$ cat src/design/snd_pkg.sv
/*
  shared types and constants for the sound board
  board_e picks both the memory map and the sample banking scheme
  cpu bus strobes are active high levels held by the CPU side
*/
package snd_pkg;

    // board variants, two map families
    typedef enum logic [1:0] {
        ALIENS   = 2'd0,
        CRIMFGHT = 2'd1,
        SCONTRA  = 2'd2,
        THUNDERX = 2'd3
    } board_e;

    // sound CPU bus as seen by the board
    typedef struct packed {
        logic [15:0] addr;
        logic [ 7:0] dout;     // write data from the CPU
        logic        mreq;
        logic        rd;
        logic        wr;
    } cpu_bus_t;

    // one voice request to its sample ROM
    typedef struct packed {
        logic [18:0] addr;
        logic        cs;       // held until ok
    } pcm_rom_t;

    // work RAM, 2 KB
    localparam int RAM_AW = 11;

    // sample byte layout
    localparam int PCM_END  = 7;    // end marker bit
    localparam int PCM_BIAS = 64;   // zero level of the 7-bit sample

    // FM register that drives the CT pins through bits 7:6
    localparam logic [7:0] FM_CT_REG = 8'h1b;

    // map family test, aliens style boards use A[14:13]
    function automatic logic is_aliens_map(board_e b);
        return b == ALIENS || b == CRIMFGHT;
    endfunction

endpackage

$ cat src/design/snd_decoder.sv
/*
  memory map, read mux and sample banking for the sound board
  chip selects are levels, a write lands on every edge with wr high
  FM reads give 8'hff, only the CT pins of the FM chip are kept
*/
`timescale 1ns/1ps

module snd_decoder(
    input                      clk,
    input                      rst,
    input  snd_pkg::board_e    cfg,
    input  snd_pkg::cpu_bus_t  cpu,
    input        [ 7:0]        rom_data,
    input                      rom_ok,
    input        [ 7:0]        ram_dout,
    input        [ 7:0]        snd_latch,
    output logic [ 7:0]        cpu_din,
    output logic               rom_cs,
    output       [14:0]        rom_addr,
    output logic               ram_we,
    output logic               pcm_we,
    output logic [ 1:0]        pcm_msb_a,
    output logic [ 1:0]        pcm_msb_b,
    output logic               swap_gains
);
    import snd_pkg::*;

    logic       mem_upper;
    logic       ram_cs, fm_cs, latch_cs, dac_cs, bank_cs;
    logic [3:0] pcm_bank;   // scontra/thunderx bank register
    logic [7:0] fm_reg;     // latched FM register number
    logic [1:0] ct;         // CT2, CT1

    assign rom_addr = cpu.addr[14:0];

    // chip selects
    always_comb begin
        rom_cs    = cpu.mreq && !cpu.addr[15] && cpu.rd;
        mem_upper = cpu.mreq && cpu.addr[15];
        if (is_aliens_map(cfg)) begin
            ram_cs   = mem_upper && cpu.addr[14:13] == 2'd0;   // 8/9xxx
            fm_cs    = mem_upper && cpu.addr[14:13] == 2'd1;   // A/Bxxx
            latch_cs = mem_upper && cpu.addr[14:13] == 2'd2;   // C/Dxxx
            dac_cs   = mem_upper && cpu.addr[14:13] == 2'd3;   // E/Fxxx
            bank_cs  = 1'b0;                                   // banked by CT
        end else begin
            ram_cs   = mem_upper && cpu.addr[14:12] == 3'd0;   // 8xxx
            latch_cs = mem_upper && cpu.addr[14:12] == 3'd2;   // Axxx
            dac_cs   = mem_upper && cpu.addr[14:12] == 3'd3;   // Bxxx
            fm_cs    = mem_upper && cpu.addr[14:12] == 3'd4;   // Cxxx
            bank_cs  = mem_upper && cpu.addr[14:12] == 3'd7;   // Fxxx
        end
        ram_we = ram_cs && cpu.wr;
        pcm_we = dac_cs && cpu.wr;
    end

    // read data, rom first
    always_comb begin
        if (rom_cs)
            cpu_din = rom_ok ? rom_data : 8'hff;   // CPU waits for ok anyway
        else if (ram_cs)
            cpu_din = ram_dout;
        else if (latch_cs)
            cpu_din = snd_latch;
        else
            cpu_din = 8'hff;    // FM status and open bus
    end

    // bank register plus the FM control port
    always_ff @(posedge clk or posedge rst) begin
        if (rst) begin
            pcm_bank <= 4'd0;
            fm_reg   <= 8'd0;
            ct       <= 2'd0;
        end else begin
            if (bank_cs && cpu.wr)
                pcm_bank <= cpu.dout[3:0];
            if (fm_cs && cpu.wr) begin
                if (!cpu.addr[0])
                    fm_reg <= cpu.dout;             // address phase
                else if (fm_reg == FM_CT_REG)
                    ct <= cpu.dout[7:6];            // data phase, CT pins only
            end
        end
    end

    // upper sample-ROM bits, one cycle behind the source
    always_ff @(posedge clk or posedge rst) begin
        if (rst) begin
            pcm_msb_a  <= 2'd0;
            pcm_msb_b  <= 2'd0;
            swap_gains <= 1'b0;
        end else if (is_aliens_map(cfg)) begin
            pcm_msb_a  <= {1'b0, ct[1]};
            pcm_msb_b  <= {1'b0, ct[0]};
            swap_gains <= 1'b0;
        end else begin
            pcm_msb_a  <= pcm_bank[1:0];
            pcm_msb_b  <= pcm_bank[3:2];
            swap_gains <= 1'b1;     // gain nibbles wired crossed on these boards
        end
    end

endmodule

$ cat config.mk
export PLATFORM = sky130hd
export DESIGN_NAME = snd_decoder
export DESIGN_NICKNAME = d
export VERILOG_FILES = /design/src/design/snd_pkg.sv /design/src/design/snd_decoder.sv
export SDC_FILE = /design/constraint.sdc
export NUM_CORES = 1
export LEC_CHECK = 0
export BUFFER_PORTS_ARGS = -buffer_cell sky130_fd_sc_hd__buf_4
export CAP_MARGIN = 30
export CORE_AREA = 10 10 68 70
export CTS_CLUSTER_DIAMETER = 40
export CTS_CLUSTER_SIZE = 30
export DETAILED_ROUTE_END_ITERATION = 10
export DIE_AREA = 0 0 78 80
export GPL_TIMING_DRIVEN = 0
export PLACE_DENSITY = 0.69
export SLEW_MARGIN = 20
export SYNTH_ARGS = -nofsm -noshare
export SYNTH_HDL_FRONTEND = slang
export SYNTH_SLANG_ARGS = --single-unit
export TNS_END_PERCENT = 100
$ cat constraint.sdc
create_clock -name clk -period 2.9 [get_ports clk]
set_input_delay 0.145 -clock clk [delete_from_list [all_inputs] [get_ports clk]]
set_output_delay 0.145 -clock clk [all_outputs]
set_load 0.02 [all_outputs]
# Word level (Yosys, flattened, before mapping)
# Cells that the tools add are included.
# word_totals
regBits,19
input_bits,56
output_inout_bits,31
word_cells,51
# classes
n_eq_ne,9
n_mux,12
bitwise_logic,1
reduce_logical,23
# op_table
operator,count
$mux 8,4
$logic_and 1x1->1,16
$eq 8x5->1 const B,1
$eq 3x2->1 const B,2
$eq 3x3->1 const B,2
$mux 1,6
$eq 2x1->1 const B,2
$eq 2x2->1 const B,2
$logic_not 2->1,2
$mux 2,2
$logic_not 3->1,1
$reduce_and 3->1,1
$reduce_and 2->1,1
$logic_not 1->1,1
$logic_or 1x1->1,1
$not 1->1,1

# Logic depth before layout (Yosys ltp)
# logic_depth
depth_word,6
mapped_depth,5
ltp_nobuf,4

# Worst setup path after synthesis
# OpenSTA, ideal clock, no wires.
# synth_path
kind,input-to-output
from,in cfg[1]
to,out cpu_din[0]
t_arrival_ps,1316
required_time_ps,2755
path_slack_ps,1439
stages,5
path_buffers,1
path_cell_list,clkbuf_1 -> and4bb_2 -> o211ai_1 -> nor2_1 -> nor2_1
# synth_via
elab_chain_len,6
word_cells_on_any_way,8
cone_classes,eq/ne (1); mux (5); reduce/logical (2)
# synth_lines
item,line,text
from (decl),snd_decoder.sv:11,"input snd_pkg::board_e cfg,"
$eq 2x1->1 / $logic_not 2->1 (equally long branches),snd_pkg.sv:43,return b == ALIENS || b == CRIMFGHT;
$logic_or 1x1->1 *,snd_pkg.sv:43,
$mux 1,snd_decoder.sv:40,if (is_aliens_map(cfg)) begin
$mux 8,snd_decoder.sv:63,else if (latch_cs)
$mux 8 *,snd_decoder.sv:61,else if (ram_cs)
$mux 8 *,snd_decoder.sv:59,if (rom_cs)
to (decl),snd_decoder.sv:17,"output logic [ 7:0] cpu_din,"
# Mark *: on every way between the ends. The rest lies on a longest branch, timed or not.

# Final worst setup path
# layout_path
from,in cfg[1]
to,out cpu_din[5]
# The elaborated chain is that of the path after synthesis.

==> out/metrics.cfg <==
[drt]
dr.pass1.iters = 4
wl_um = 3675
via_per_inst = 4.626
drt_iter0_drc = 33
drc_errors = 0
wl_per_cell_um = 16.19
antenna_left = 0
vias = 1050

[clock_tree]
cts_tree = done
clock_sinks = 19
cts_setup_buffers = 0
clk_path_buf_depth = 2
numCtsBuffers = 3
clk_pin_slew_ns = 0.10
cts-root-buf = clkbuf_4
clock_latency_ns = 0.29
h-tree-depth = 1

[sta]
worstMarginPinSlew_ns = 0.7022
layout_setup_ws_ns = 1.141
fmax_ghz = 0.5685
finalCritPeriodShare = 0.6065
setup-violations-final = 0
grt_setup_unrepaired = false
hold_viol = 0
fin_skew_ns = 0.001424
slew_viol_final = 0
min_period_ns = 1.759
max_slew_margin = 0.5314
tns_ns = 0

[die]
coreArea_um2 = 3284
rows = 21
die_w_um = 78
die-area_um2 = 6240
initial_core_util = 0.3253
io_pins = 87
fp.dieH_um = 80

[worst_setup_path]
worstSetupPathType = in2out
crit_path_start_kind = input pin
end_kind = output pin
crit_path_start = cfg[1]
arrival_ns = 1.61
r2r_start = fm_reg[2]
reg2reg_depth = 4
cp_max_fo = 10
crit_required_ns = 2.76

[global_route]
grt_pass1_wl_um = 5540
grt_max_degree = 20
antenna_found_initial = 0
grt-ovfl-total = 0
grt_pass1_vias = 1108
track_usage = 0.1082

[synthesis]
synthCells = 102
ys_seq_elements = 19
synth_fp_nets = 158
seq_area_frac_synth = 0.4450
yosysUniqueCellTypes = 21
synth_warnings = 0
postSynthAreaPerCell_um2 = 10.48
netlist_area_um2 = 1069

[place]
port_buffers = 74
dp_hpwl_um = 3233
post-place-ws_ns = 1.134
gp_congestion = 0.8098

[hold_path]
worstHoldPathCells = 2
hp-class = in2reg
hold_start = cpu[8]

[final_layout]
drive_above_1_share = 0.6243
mostFrequentLayoutCells = buf_4 (89), nor2_1 (20), dfrtp_1 (19)
nNetsFinal = 238
largest_reg_flops = 8
final_common_cell = buf_4
diodes = 0
final.fill_count = 315
syn2layout_area_growth_pct = 60.77

[power_and_ir_drop]
ir_worst_vdd_v = 0.0002316
leakage_nw = 0.8715
powerDensity_nw_per_um2 = 366.4

[outcome]
run_status = complete, no violations

[run]
drv_cap = 0

-- routing by layer --
metal	global-route usage	share of wire
met5	0	0
met4	0.02151	0
met3	0.04054	0.11
met2	0.1866	0.48
met1	0.1257	0.42
-- critical path, cell delays in order --
cell and delay (ns):
buf_4 0.12, clkbuf_1 0.19, and4bb_2 0.27, o211ai_1 0.49, nor2_1 0.10, nor2_1 0.14, buf_4 0.15
-- path summary, 6_finish.rpt --
path | end | slack, ns
min reg2reg | pcm_msb_a[1] | 0.49
min | fm_reg[5] | 0.08
max reg2reg | ct[1] | 1.28
max | cpu_din[5] | 1.14
max in group asynchronous | fm_reg[7] | 1.94
min in group asynchronous | pcm_msb_b[1] | 0.51
-- area by class of cell --
class	count	area [um2]	area share
multi-input combinational	64	465.4	0.2709
inverter	2	7.507	0.004370
timing repair buffer	75	565.5	0.3292
sequential	19	475.5	0.2768
buffer	17	120.1	0.06992
tap	46	57.56	0.03350
clock buffer	4	26.28	0.01529
-- power by group --
| part | leakage (nW) | switching (mW) | internal [mW] |
|---|---|---|---|
| sequential | 0.252 | 0.0136 | 0.297 |
| combinational | 0.605 | 0.0787 | 0.110 |
| clock | 0.0150 | 0.0773 | 0.0535 |
| total | 0.872 | 0.170 | 0.460 |
-- stage by stage --
| stage | cell area, um2 | utilization | total power [mW] | std cells | hold WS [ns] |
|---|---|---|---|---|---|
| 2_1_floorplan | 1069 | - | 0.4074 | 102 | 0.09613 |
| 4_1_cts | 1718 | 0.5230 | 0.6386 | 227 | 0.07117 |
| 3_3_place_gp | 1682 | 0.5120 | 0.5009 | 222 | 0.2835 |
| 5_1_grt | 1718 | 0.5230 | 0.6614 | 227 | 0.07761 |
| 3_5_place_dp | 1682 | 0.5120 | 0.5064 | 222 | 0.3103 |
| 6_report | 1718 | 0.5230 | 0.6294 | 227 | 0.08209 |
-- what timing repair did --
item | in CTS | in global routing
setup endpoints to repair | 0 | 0
hold buffers | 1 | 0
resized for setup | 0 | 0
hold endpoints to repair | 19 | 0
-- cell families after synthesis --
group | Yosys count | synth area share
flip-flops | 19 | 0.4450
AO/OA/AOI/OAI | 10 | 0.06792
AND/OR/NAND/NOR | 37 | 0.1885
buffers and inverters | 19 | 0.1194
multiplexers | 17 | 0.1792
-- synth_stat cells, drive strengths merged --
| cell type | number | area share |
|---|---|---|
| and2 | 2 | 0.012 |
| and3b | 1 | 0.0082 |
| and4bb | 2 | 0.023 |
| buf | 15 | 0.11 |
| clkbuf | 2 | 0.0070 |
| dfrtp | 19 | 0.44 |
| inv | 2 | 0.0070 |
| mux2 | 17 | 0.18 |
| nand2 | 3 | 0.011 |
| nand3 | 1 | 0.0047 |
| nand3b | 1 | 0.0070 |
| nand4 | 2 | 0.012 |
| nor2 | 21 | 0.076 |
| nor3b | 2 | 0.014 |
| nor4 | 1 | 0.012 |
| nor4bb | 1 | 0.0094 |
| o2111ai | 1 | 0.014 |
| o211ai | 1 | 0.0070 |
| o22ai | 8 | 0.047 |
Power figures use the tool's default switching activity.
