File: src/design/snd_pkg.sv
/*
  shared types and constants for the sound board
  board_e picks both the memory map and the sample banking scheme
  cpu bus strobes are active high levels held by the CPU side
*/
package snd_pkg;

    // board variants, two map families
    typedef enum logic [1:0] {
        ALIENS   = 2'd0,
        CRIMFGHT = 2'd1,
        SCONTRA  = 2'd2,
        THUNDERX = 2'd3
    } board_e;

    // sound CPU bus as seen by the board
    typedef struct packed {
        logic [15:0] addr;
        logic [ 7:0] dout;     // write data from the CPU
        logic        mreq;
        logic        rd;
        logic        wr;
    } cpu_bus_t;

    // one voice request to its sample ROM
    typedef struct packed {
        logic [18:0] addr;
        logic        cs;       // held until ok
    } pcm_rom_t;

    // work RAM, 2 KB
    localparam int RAM_AW = 11;

    // sample byte layout
    localparam int PCM_END  = 7;    // end marker bit
    localparam int PCM_BIAS = 64;   // zero level of the 7-bit sample

    // FM register that drives the CT pins through bits 7:6
    localparam logic [7:0] FM_CT_REG = 8'h1b;

    // map family test, aliens style boards use A[14:13]
    function automatic logic is_aliens_map(board_e b);
        return b == ALIENS || b == CRIMFGHT;
    endfunction

endpackage

File: src/design/pcm_player.sv
/*
  two-voice PCM player, register file at A[3:0]
  regs 0-2 and 4-6 hold start and loop, a write to 3 or 7 keys the voice on
  reg 12 holds the volumes as {B, A}, swap_gains exchanges the nibbles
  write start and loop before the key-on write
*/
`timescale 1ns/1ps

module pcm_player(
    input                            clk,
    input                            rst,
    input                            cen,
    input                            we,
    input        [3:0]               addr,
    input        [7:0]               din,
    input                            swap_gains,
    input        [1:0]               msb_a,
    input        [1:0]               msb_b,
    input        [7:0]               pcma_data,
    input                            pcma_ok,
    input        [7:0]               pcmb_data,
    input                            pcmb_ok,
    output snd_pkg::pcm_rom_t        pcma,
    output snd_pkg::pcm_rom_t        pcmb,
    output logic signed [11:0]       pcm
);
    logic        [16:0] start_a, start_b;
    logic               loop_a, loop_b;
    logic        [ 7:0] vol;
    logic        [ 7:0] vol_eff;
    logic               key_a, key_b;
    logic signed [10:0] sample_a, sample_b;

    // key-on strobes straight from the write
    assign key_a   = we && addr == 4'd3;
    assign key_b   = we && addr == 4'd7;
    assign vol_eff = swap_gains ? {vol[3:0], vol[7:4]} : vol;

    // start addresses
    always_ff @(posedge clk) begin
        if (we) begin
            case (addr)
                4'd0: start_a[ 7:0] <= din;
                4'd1: start_a[15:8] <= din;
                4'd2: start_a[16]   <= din[0];
                4'd4: start_b[ 7:0] <= din;
                4'd5: start_b[15:8] <= din;
                4'd6: start_b[16]   <= din[0];
                default: ;
            endcase
        end
    end

    always_ff @(posedge clk or posedge rst) begin
        if (rst) begin
            loop_a <= 1'b0;
            loop_b <= 1'b0;
            vol    <= 8'd0;
        end else if (we) begin
            if (addr == 4'd2)
                loop_a <= din[1];
            if (addr == 4'd6)
                loop_b <= din[1];
            if (addr == 4'd12)
                vol <= din;     // {B, A}
        end
    end

    pcm_voice u_voice_a(
        .clk      ( clk          ),
        .rst      ( rst          ),
        .cen      ( cen          ),
        .key_on   ( key_a        ),
        .start    ( start_a      ),
        .loop     ( loop_a       ),
        .msb      ( msb_a        ),
        .vol      ( vol_eff[3:0] ),
        .rom_data ( pcma_data    ),
        .rom_ok   ( pcma_ok      ),
        .rom      ( pcma         ),
        .sample   ( sample_a     )
    );

    pcm_voice u_voice_b(
        .clk      ( clk          ),
        .rst      ( rst          ),
        .cen      ( cen          ),
        .key_on   ( key_b        ),
        .start    ( start_b      ),
        .loop     ( loop_b       ),
        .msb      ( msb_b        ),
        .vol      ( vol_eff[7:4] ),
        .rom_data ( pcmb_data    ),
        .rom_ok   ( pcmb_ok      ),
        .rom      ( pcmb         ),
        .sample   ( sample_b     )
    );

    // mix, one extra bit of headroom
    always_ff @(posedge clk or posedge rst) begin
        if (rst)
            pcm <= 12'sd0;
        else
            pcm <= {sample_a[10], sample_a} + {sample_b[10], sample_b};
    end

endmodule

File: src/design/pcm_voice.sv
/*
  one PCM voice, 8-bit bytes from a sample ROM with variable latency
  bit 7 of a byte is the end marker, it never reaches the output
  key_on restarts from start at any time and drops a fetch in flight
  cen pulses that arrive during a fetch are skipped
*/
`timescale 1ns/1ps

module pcm_voice(
    input                            clk,
    input                            rst,
    input                            cen,
    input                            key_on,
    input        [16:0]              start,
    input                            loop,
    input        [ 1:0]              msb,
    input        [ 3:0]              vol,
    input        [ 7:0]              rom_data,
    input                            rom_ok,
    output snd_pkg::pcm_rom_t        rom,
    output logic signed [10:0]       sample
);
    import snd_pkg::*;

    logic               playing;
    logic               cs;         // fetch in flight
    logic        [16:0] addr;
    logic signed [ 7:0] centered;   // -64..63
    logic signed [12:0] scaled;

    // byte to signed level, then volume, max 63*15 fits 11 bits
    always_comb begin
        centered = 8'($signed({1'b0, rom_data[6:0]}) - PCM_BIAS);
        scaled   = centered * $signed({1'b0, vol});
    end

    assign rom.addr = {msb, addr};  // bank bits come from the decoder
    assign rom.cs   = cs;

    always_ff @(posedge clk or posedge rst) begin
        if (rst) begin
            playing <= 1'b0;
            cs      <= 1'b0;
            addr    <= 17'd0;
        end else if (key_on) begin
            playing <= 1'b1;
            cs      <= 1'b0;
            addr    <= start;
        end else if (cs) begin
            if (rom_ok) begin
                cs <= 1'b0;     // low from the next cycle on
                if (rom_data[PCM_END]) begin
                    playing <= loop;
                    if (loop)
                        addr <= start;
                end else begin
                    addr <= addr + 17'd1;
                end
            end
        end else if (cen && playing) begin
            cs <= 1'b1;
        end
    end

    // output level, held across end markers and stops
    always_ff @(posedge clk or posedge rst) begin
        if (rst)
            sample <= 11'sd0;
        else if (!key_on && cs && rom_ok && !rom_data[PCM_END])
            sample <= scaled[10:0];
    end

endmodule

File: config.mk
export PLATFORM = sky130hd
export DESIGN_NAME = pcm_player
export DESIGN_NICKNAME = d
export VERILOG_FILES = /design/src/design/snd_pkg.sv /design/src/design/pcm_player.sv /design/src/design/pcm_voice.sv
export SDC_FILE = /design/constraint.sdc
export NUM_CORES = 1
export LEC_CHECK = 0
export BUFFER_PORTS_ARGS = -buffer_cell sky130_fd_sc_hd__buf_2
export CAP_MARGIN = 20
export CELL_PAD_IN_SITES_DETAIL_PLACEMENT = 0
export CELL_PAD_IN_SITES_GLOBAL_PLACEMENT = 2
export CORE_UTILIZATION = 34
export DETAILED_ROUTE_END_ITERATION = 6
export GPL_ROUTABILITY_DRIVEN = 0
export PLACE_DENSITY = 0.87
export SLEW_MARGIN = 20
export SYNTH_ARGS = -nofsm -noshare
export SYNTH_HDL_FRONTEND = slang
export SYNTH_SLANG_ARGS = --single-unit
File: constraint.sdc
create_clock -name clk -period 3.4 [get_ports clk]
set_input_delay 0.17 -clock clk [delete_from_list [all_inputs] [get_ports clk]]
set_output_delay 0.17 -clock clk [all_outputs]
set_load 0.03 [all_outputs]
[Yosys cells after proc, flatten, opt, wreduce, memory -nomap -nowiden]
Index checks and enable logic that the tools add are counted.
Storage, ports and cells
  bits in registers: 116
  bits in latches: 0
  memory bits (writable): 0
  bits in read-only memories: 0
  bits of input ports: 39
  output and inout bits: 52
  word-level logic and storage cells: 94
  memories: 0
Cells by class
  add/subtract/negate cells: 5
  multipliers: 2
  div/mod/pow operators: 0
  $lt $le $gt $ge: 0
  eq/ne operators: 10
  shift-type cells: 0
  muxes and demuxes: 27
  bitwise gates (word level): 0
  reduce and logical (&&, ||, !) cells: 32
Operators with widths (number)
  2-to-1 mux 17 bit: 10
  adder 17 x 1 -> 17 bit, second input constant: 2
  multiplier 8 x 5 -> 11 bit: 2
  equality test 4 x 3 -> 1 bit, second input constant: 4
  2-to-1 mux 1 bit: 16
  subtractor 7 x 7 -> 8 bit, second input constant: 2
  AND reduction 2 bit: 7
  adder 11 x 11 -> 12 bit: 1
  AND reduction 3 bit: 4
  nonzero test 2 bit: 6
  logical AND 1 bit: 10
  equality test 4 x 2 -> 1 bit, second input constant: 2
  2-to-1 mux 8 bit: 1
  inequality test 3 x 1 -> 1 bit, second input constant: 2
  equality test 4 x 1 -> 1 bit, second input constant: 1
  equality test 4 bit, second input constant: 1
  logical NOT 1 bit: 4
  logical NOT 4 bit: 1

[Logic depth before layout (Yosys ltp)]
  depth in word-level cells: 6
  mapped depth: 15

[Hierarchy]
A second synthesis with hierarchy kept.
Second synthesis, totals
  cell total of the unflattened synthesis: 755
  area, all modules: 7532.2 µm²
Modules (own cells, without submodules)
  pcm_voice at u_voice_b: instances 1, cells each 300, area an instance 2600.0 µm²
  pcm_voice at u_voice_a: instances 1, cells each 295, area an instance 2561.2 µm²
  pcm_player: instances 1, cells each 160, area an instance 2371.0 µm²

[Worst setup path before layout]
OpenSTA, ideal clock, no wires.
  path kind: input to register
  from: input port swap_gains
  to: register u_voice_b.sample[9]
  library setup time: 0.125 ns
  arrival: 3.664 ns
  data required time: 3.275 ns
  slack: -0.389 ns
  stages on the path: 14
  path through: buf_2 -> mux2i_1 -> nor2b_1 -> ha_1 -> inv_1 -> fa_1 -> fa_1 -> inv_1 -> ha_1 -> a21o_1 -> a2111oi_4 -> o41ai_1 -> xor2_1 -> mux2_2
On the way
  word-level cells in the longest chain between the ends: 2
RTL lines
  start, declared: RTL line pcm_player.sv:16  | input swap_gains,
  2-to-1 mux 8 bit: RTL line pcm_player.sv:37  | assign vol_eff = swap_gains ? {vol[3:0], vol[7:4]} : vol;
  multiplier 8 x 5 -> 11 bit: RTL line pcm_voice.sv:34  | scaled = centered * $signed({1'b0, vol});
  end signal, assigned: RTL line pcm_voice.sv:70  | sample <= scaled[10:0];
  end, declared: RTL line pcm_voice.sv:21  | output logic signed [10:0] sample
Every way passes these cells.
A chain may end at the register's enable or synchronous reset.

[Worst setup path after layout]
  from: register vol[6]
  to: register u_voice_b.sample[9]
On the way
  word-level cells in the longest chain between the ends: 2
RTL lines
  start, declared: RTL line pcm_player.sv:29  | logic [ 7:0] vol;
  start signal, assigned: RTL line pcm_player.sv:65  | vol <= din;
  2-to-1 mux 8 bit: RTL line pcm_player.sv:37
  multiplier 8 x 5 -> 11 bit: RTL line pcm_voice.sv:34
Every way passes these cells.

==> impl_results.md <==
- Status: complete, but fails checks
- Violated checks: setup timing
- First-pass GRT wire length: 29000 microns
- Buf/Inv on CP: 2
- Placed cell areas: 8440 sq um
- Highest metal used: met4
- Max cap viols: 0
- Met1 Wirelength: 8670 microns
- CTS tree: yes
- DP HPWL: 13100 microns
- Slew Viols, Final: 0
- Final net count: 985
- Largest net degree at the start of global routing: 43
- Slowest-stage cell, CP: fa_1
- Biggest area consumer among synthesized cells: dfrtp_1
- Cell Area, Synth: 7430 sq um
- Post-route cell area: 9360 sq um
- Critical Path Start: vol[6]
- Worst Path Required: 3690 ps
- Cell mode on critical path: fa_1
- Initial antenna violation count: 0
- XOR/XNOR share of the synthesized area: 0.0342
- Die Wd: 150 microns
- Peak per-stage delay on the critical path: 500 ps
- Drt wl/cell: 15.4 microns
- Place WS: -303 ps
- Critical Path End: u_voice_b.sample[9]
- PnR worst setup slack: -89.5 ps
- Synth Area in Adders: 0.164
- Peak supply drop: 0.000324 V
- CTS buffer count: 17
- Met3 WL: 508 microns
- CP Class: reg -> reg
- Final min period: 3490 ps
- Yosys top cell area share: 0.276
- Synth top area cells: dfrtp_1 (28%), edfxtp_1 (14%), ha_1 (8.6%)
- Relative slew margins: 0.468
- Met2 wire len: 8390 microns
- Main flop type after synthesis: dfrtp_1
- Slew @ Worst Pin: 798 ps
- Sequential area share after synthesis: 0.413
- Critical path depth in cells: 13
- DRT iter0 DRCs: 287
- Launch point of the worst reg-to-reg path: vol[6]
- Initial Util: 0.350
- CP arrival: 3780 ps
- Die area: 22500 sq um
- Final setup fails: 2
- Final Hold Viols: 0
- Pwr/cell area: 870 nW/um^2
- DRC: 0
- Distinct cells, synth: 60
- Reg2reg end: u_voice_b.sample[9]
- Clock buffer depth: 2
- Layout cells sized above 1: 0.286
- IO Port Bufs: 82
- Power, Total: 8.14 mW
- Leak pwr: 4.12 nW
- Syn Inst Count: 741
- Yosys reg bits: 116
- P&R area growth vs syn: 25.9%
- Clock slew at the register clock pins of the worst setup and hold paths: 60 ps
- Final WL: 17800 microns
- Critical path capture point type: register
- Core box area: 21200 sq um
- Synth Warn #: 0
- Mean Syn Cell Area: 10.0 sq um
- Mux cell area share after synthesis: 0.0438
- Diode count: 0
- RSZ-0062 raised after global routing: yes
- Vias in the first global route: 5642
- Die Ht: 150 microns
- Via Count: 5678
- Final period utilization: 1.03
- Io pins: 91
- Syn_nets: 860
- Global route total overflow: 0
- R2R cell count: 13
- Startpoint types: register
- Min-delay worst type: in -> reg
- Area share of and/or/nand/nor cells after synthesis: 0.164
- Kind of cell adding the most delay to the critical path: adder cells
- Critical path cell sequence: mux2i_4 -> nor2b_1 -> ha_1 -> inv_1 -> fa_1 -> fa_1 -> inv_2 -> ha_4 -> a21o_1 -> a2111oi_4 -> o41ai_2 -> xor2_1 -> mux2_2
- Post-DRT Antenna Nets: 0
- CTS root buf: clkbuf_16
- Clock Skews: 13.0 ps
- Standard-cell rows: 53
- Max H-tree Level: 4
- Vias/cell: 4.92
- First-pass DRT Iterations: 5
- Synth Area in Compound Gates: 0.131
- Total GRT Usage: 0.167
- Largest family of logic cells by synthesized area: simple AND/OR/NAND/NOR gates
- Top fanout value on the critical path: 7
- Async SR Flop Fraction: 0.707
- R2R setup slack: -90 ps
- Clock Latency Late Sink: 420 ps
- FMAX: 287 MHz
- CTS Sinks: 116
- Post-synth EDFFs: 34
-- where the power goes --
part           total, mW  switching, mW  internal, mW  leakage, nW
clock network       1.78          0.674          1.11        0.284
logic               4.05           2.28          1.77         2.54
registers           2.31          0.410          1.90         1.29
total               8.14           3.37          4.77         4.12
-- tightest hold or removal path: stages --
cell and delay, ps:
buf_2 130, nand2_1 60, o21ai_0 60
-- worst min path at each step --
stage / startpoint / endpoint / slack [ps] / cells after the start
2_1_floorplan: din[0] / start_a[0] / 270 / 0
3_5_place_dp: msb_b[0] / pcmb[18] / 340 / 0
4_1_cts: pcmb_data[0] / u_voice_b.sample[0] / 40 / 3
6_report: pcmb_data[0] / u_voice_b.sample[0] / 60 / 3
3_3_place_gp: msb_b[0] / pcmb[18] / 340 / 0
5_1_grt: din[4] / start_b[12] / 80 / 1
-- layout by cell type, fill, tap and decap left out, types with 8 or more instances in the layout --
master / netlist / final
nand2_1: 62 / 62
o21a_1: 8 / 8
ha_4: 0 / 14
xnor2_1: 17 / 17
xor2_1: 12 / 12
nand3_1: 25 / 25
fa_1: 29 / 28
nor3_1: 13 / 12
buf_4: 7 / 45
nor2_1: 51 / 48
inv_1: 58 / 50
o21ai_0: 42 / 35
o22ai_1: 12 / 11
dfrtp_1: 82 / 78
a21oi_1: 51 / 48
clkbuf_16: 0 / 17
mux2_2: 20 / 20
a21o_1: 8 / 8
ha_1: 51 / 36
nand2b_1: 8 / 8
nor2b_1: 39 / 35
buf_2: 10 / 82
edfxtp_1: 34 / 34
and2_1: 9 / 9
-- registers in the layout, indices dropped and copies added, names as in the netlist --
signal,count
loop_a,1
loop_b,1
pcm,12
start_a,17
start_b,17
u_voice_a.addr,17
u_voice_a.cs,1
u_voice_a.playing,1
u_voice_a.sample,11
u_voice_b.addr,17
u_voice_b.cs,1
u_voice_b.playing,1
u_voice_b.sample,11
vol,8
-- logic make-up after synthesis --
logic type,Yosys count
and+or+nand+nor,244
AOI/OAI and AO/OA,157
DFF,116
buffers and inverters,85
adders and majority gates,80
muxes,30
xor gates and xnor gates,29
-- synth_stat cells, types with 2 or more instances --
cell / instances
o21bai_1: 3
and3_1: 7
nor3_1: 13
buf_4: 7
a2bb2oi_1: 2
o22a_1: 2
o31a_1: 2
a31o_2: 3
fa_1: 29
nand2b_1: 8
nor2_2: 3
o21a_1: 8
inv_1: 58
a21oi_1: 51
xnor2_1: 17
o21ai_0: 42
nand3_1: 25
a211oi_1: 2
ha_1: 51
clkbuf_1: 8
xor2_1: 12
a21o_1: 8
nor4_1: 6
buf_6: 2
edfxtp_1: 34
nand2_1: 62
o41ai_1: 2
a31oi_1: 6
or4_1: 2
buf_2: 10
nor2b_1: 39
dfrtp_1: 82
mux2i_1: 10
and2_1: 9
o22ai_1: 12
or2_2: 7
nand4_1: 5
nor2_1: 51
mux2_2: 20
-- per-stage QoR --
| step | hold slack, ps | instances | TNS, ps | util |
|---|---|---|---|---|
| final | 62.3 | 1154 | -94.4 | 0.441 |
| after global routing | 76.5 | 1154 | -704 | 0.441 |
| after CTS | 41.2 | 1151 | -203 | 0.434 |
| after detailed placement | 340 | 1114 | -1740 | 0.398 |
| after global placement | 340 | 1114 | -1210 | 0.398 |
| after floorplan | 269 | 741 | -6.00 | - |
-- area by class of cell --
class / count / area [sq um]
inverter: 58 / 219
timing repair buffer: 133 / 815
clock buffer: 18 / 439
sequential: 116 / 3080
fill: 2058 / 11900
tap: 275 / 344
clock inverter: 14 / 151
multi-input combinational: 540 / 4310
-- layer usage --
layer  vias up  track usage
li1       2826            -
met3        13       0.0268
met1      2744        0.226
met2        95        0.270
met4         0       0.0596
met5         -            0
-- repair_timing --
item,CTS,global route
resized for setup,25,33
hold buffers,1,0
endpoints found under the setup margin,8,10
endpoints found under the hold margin,40,0
pin swaps,23,34
buffers inserted,4,3
Power figures use the tool's default switching activity.
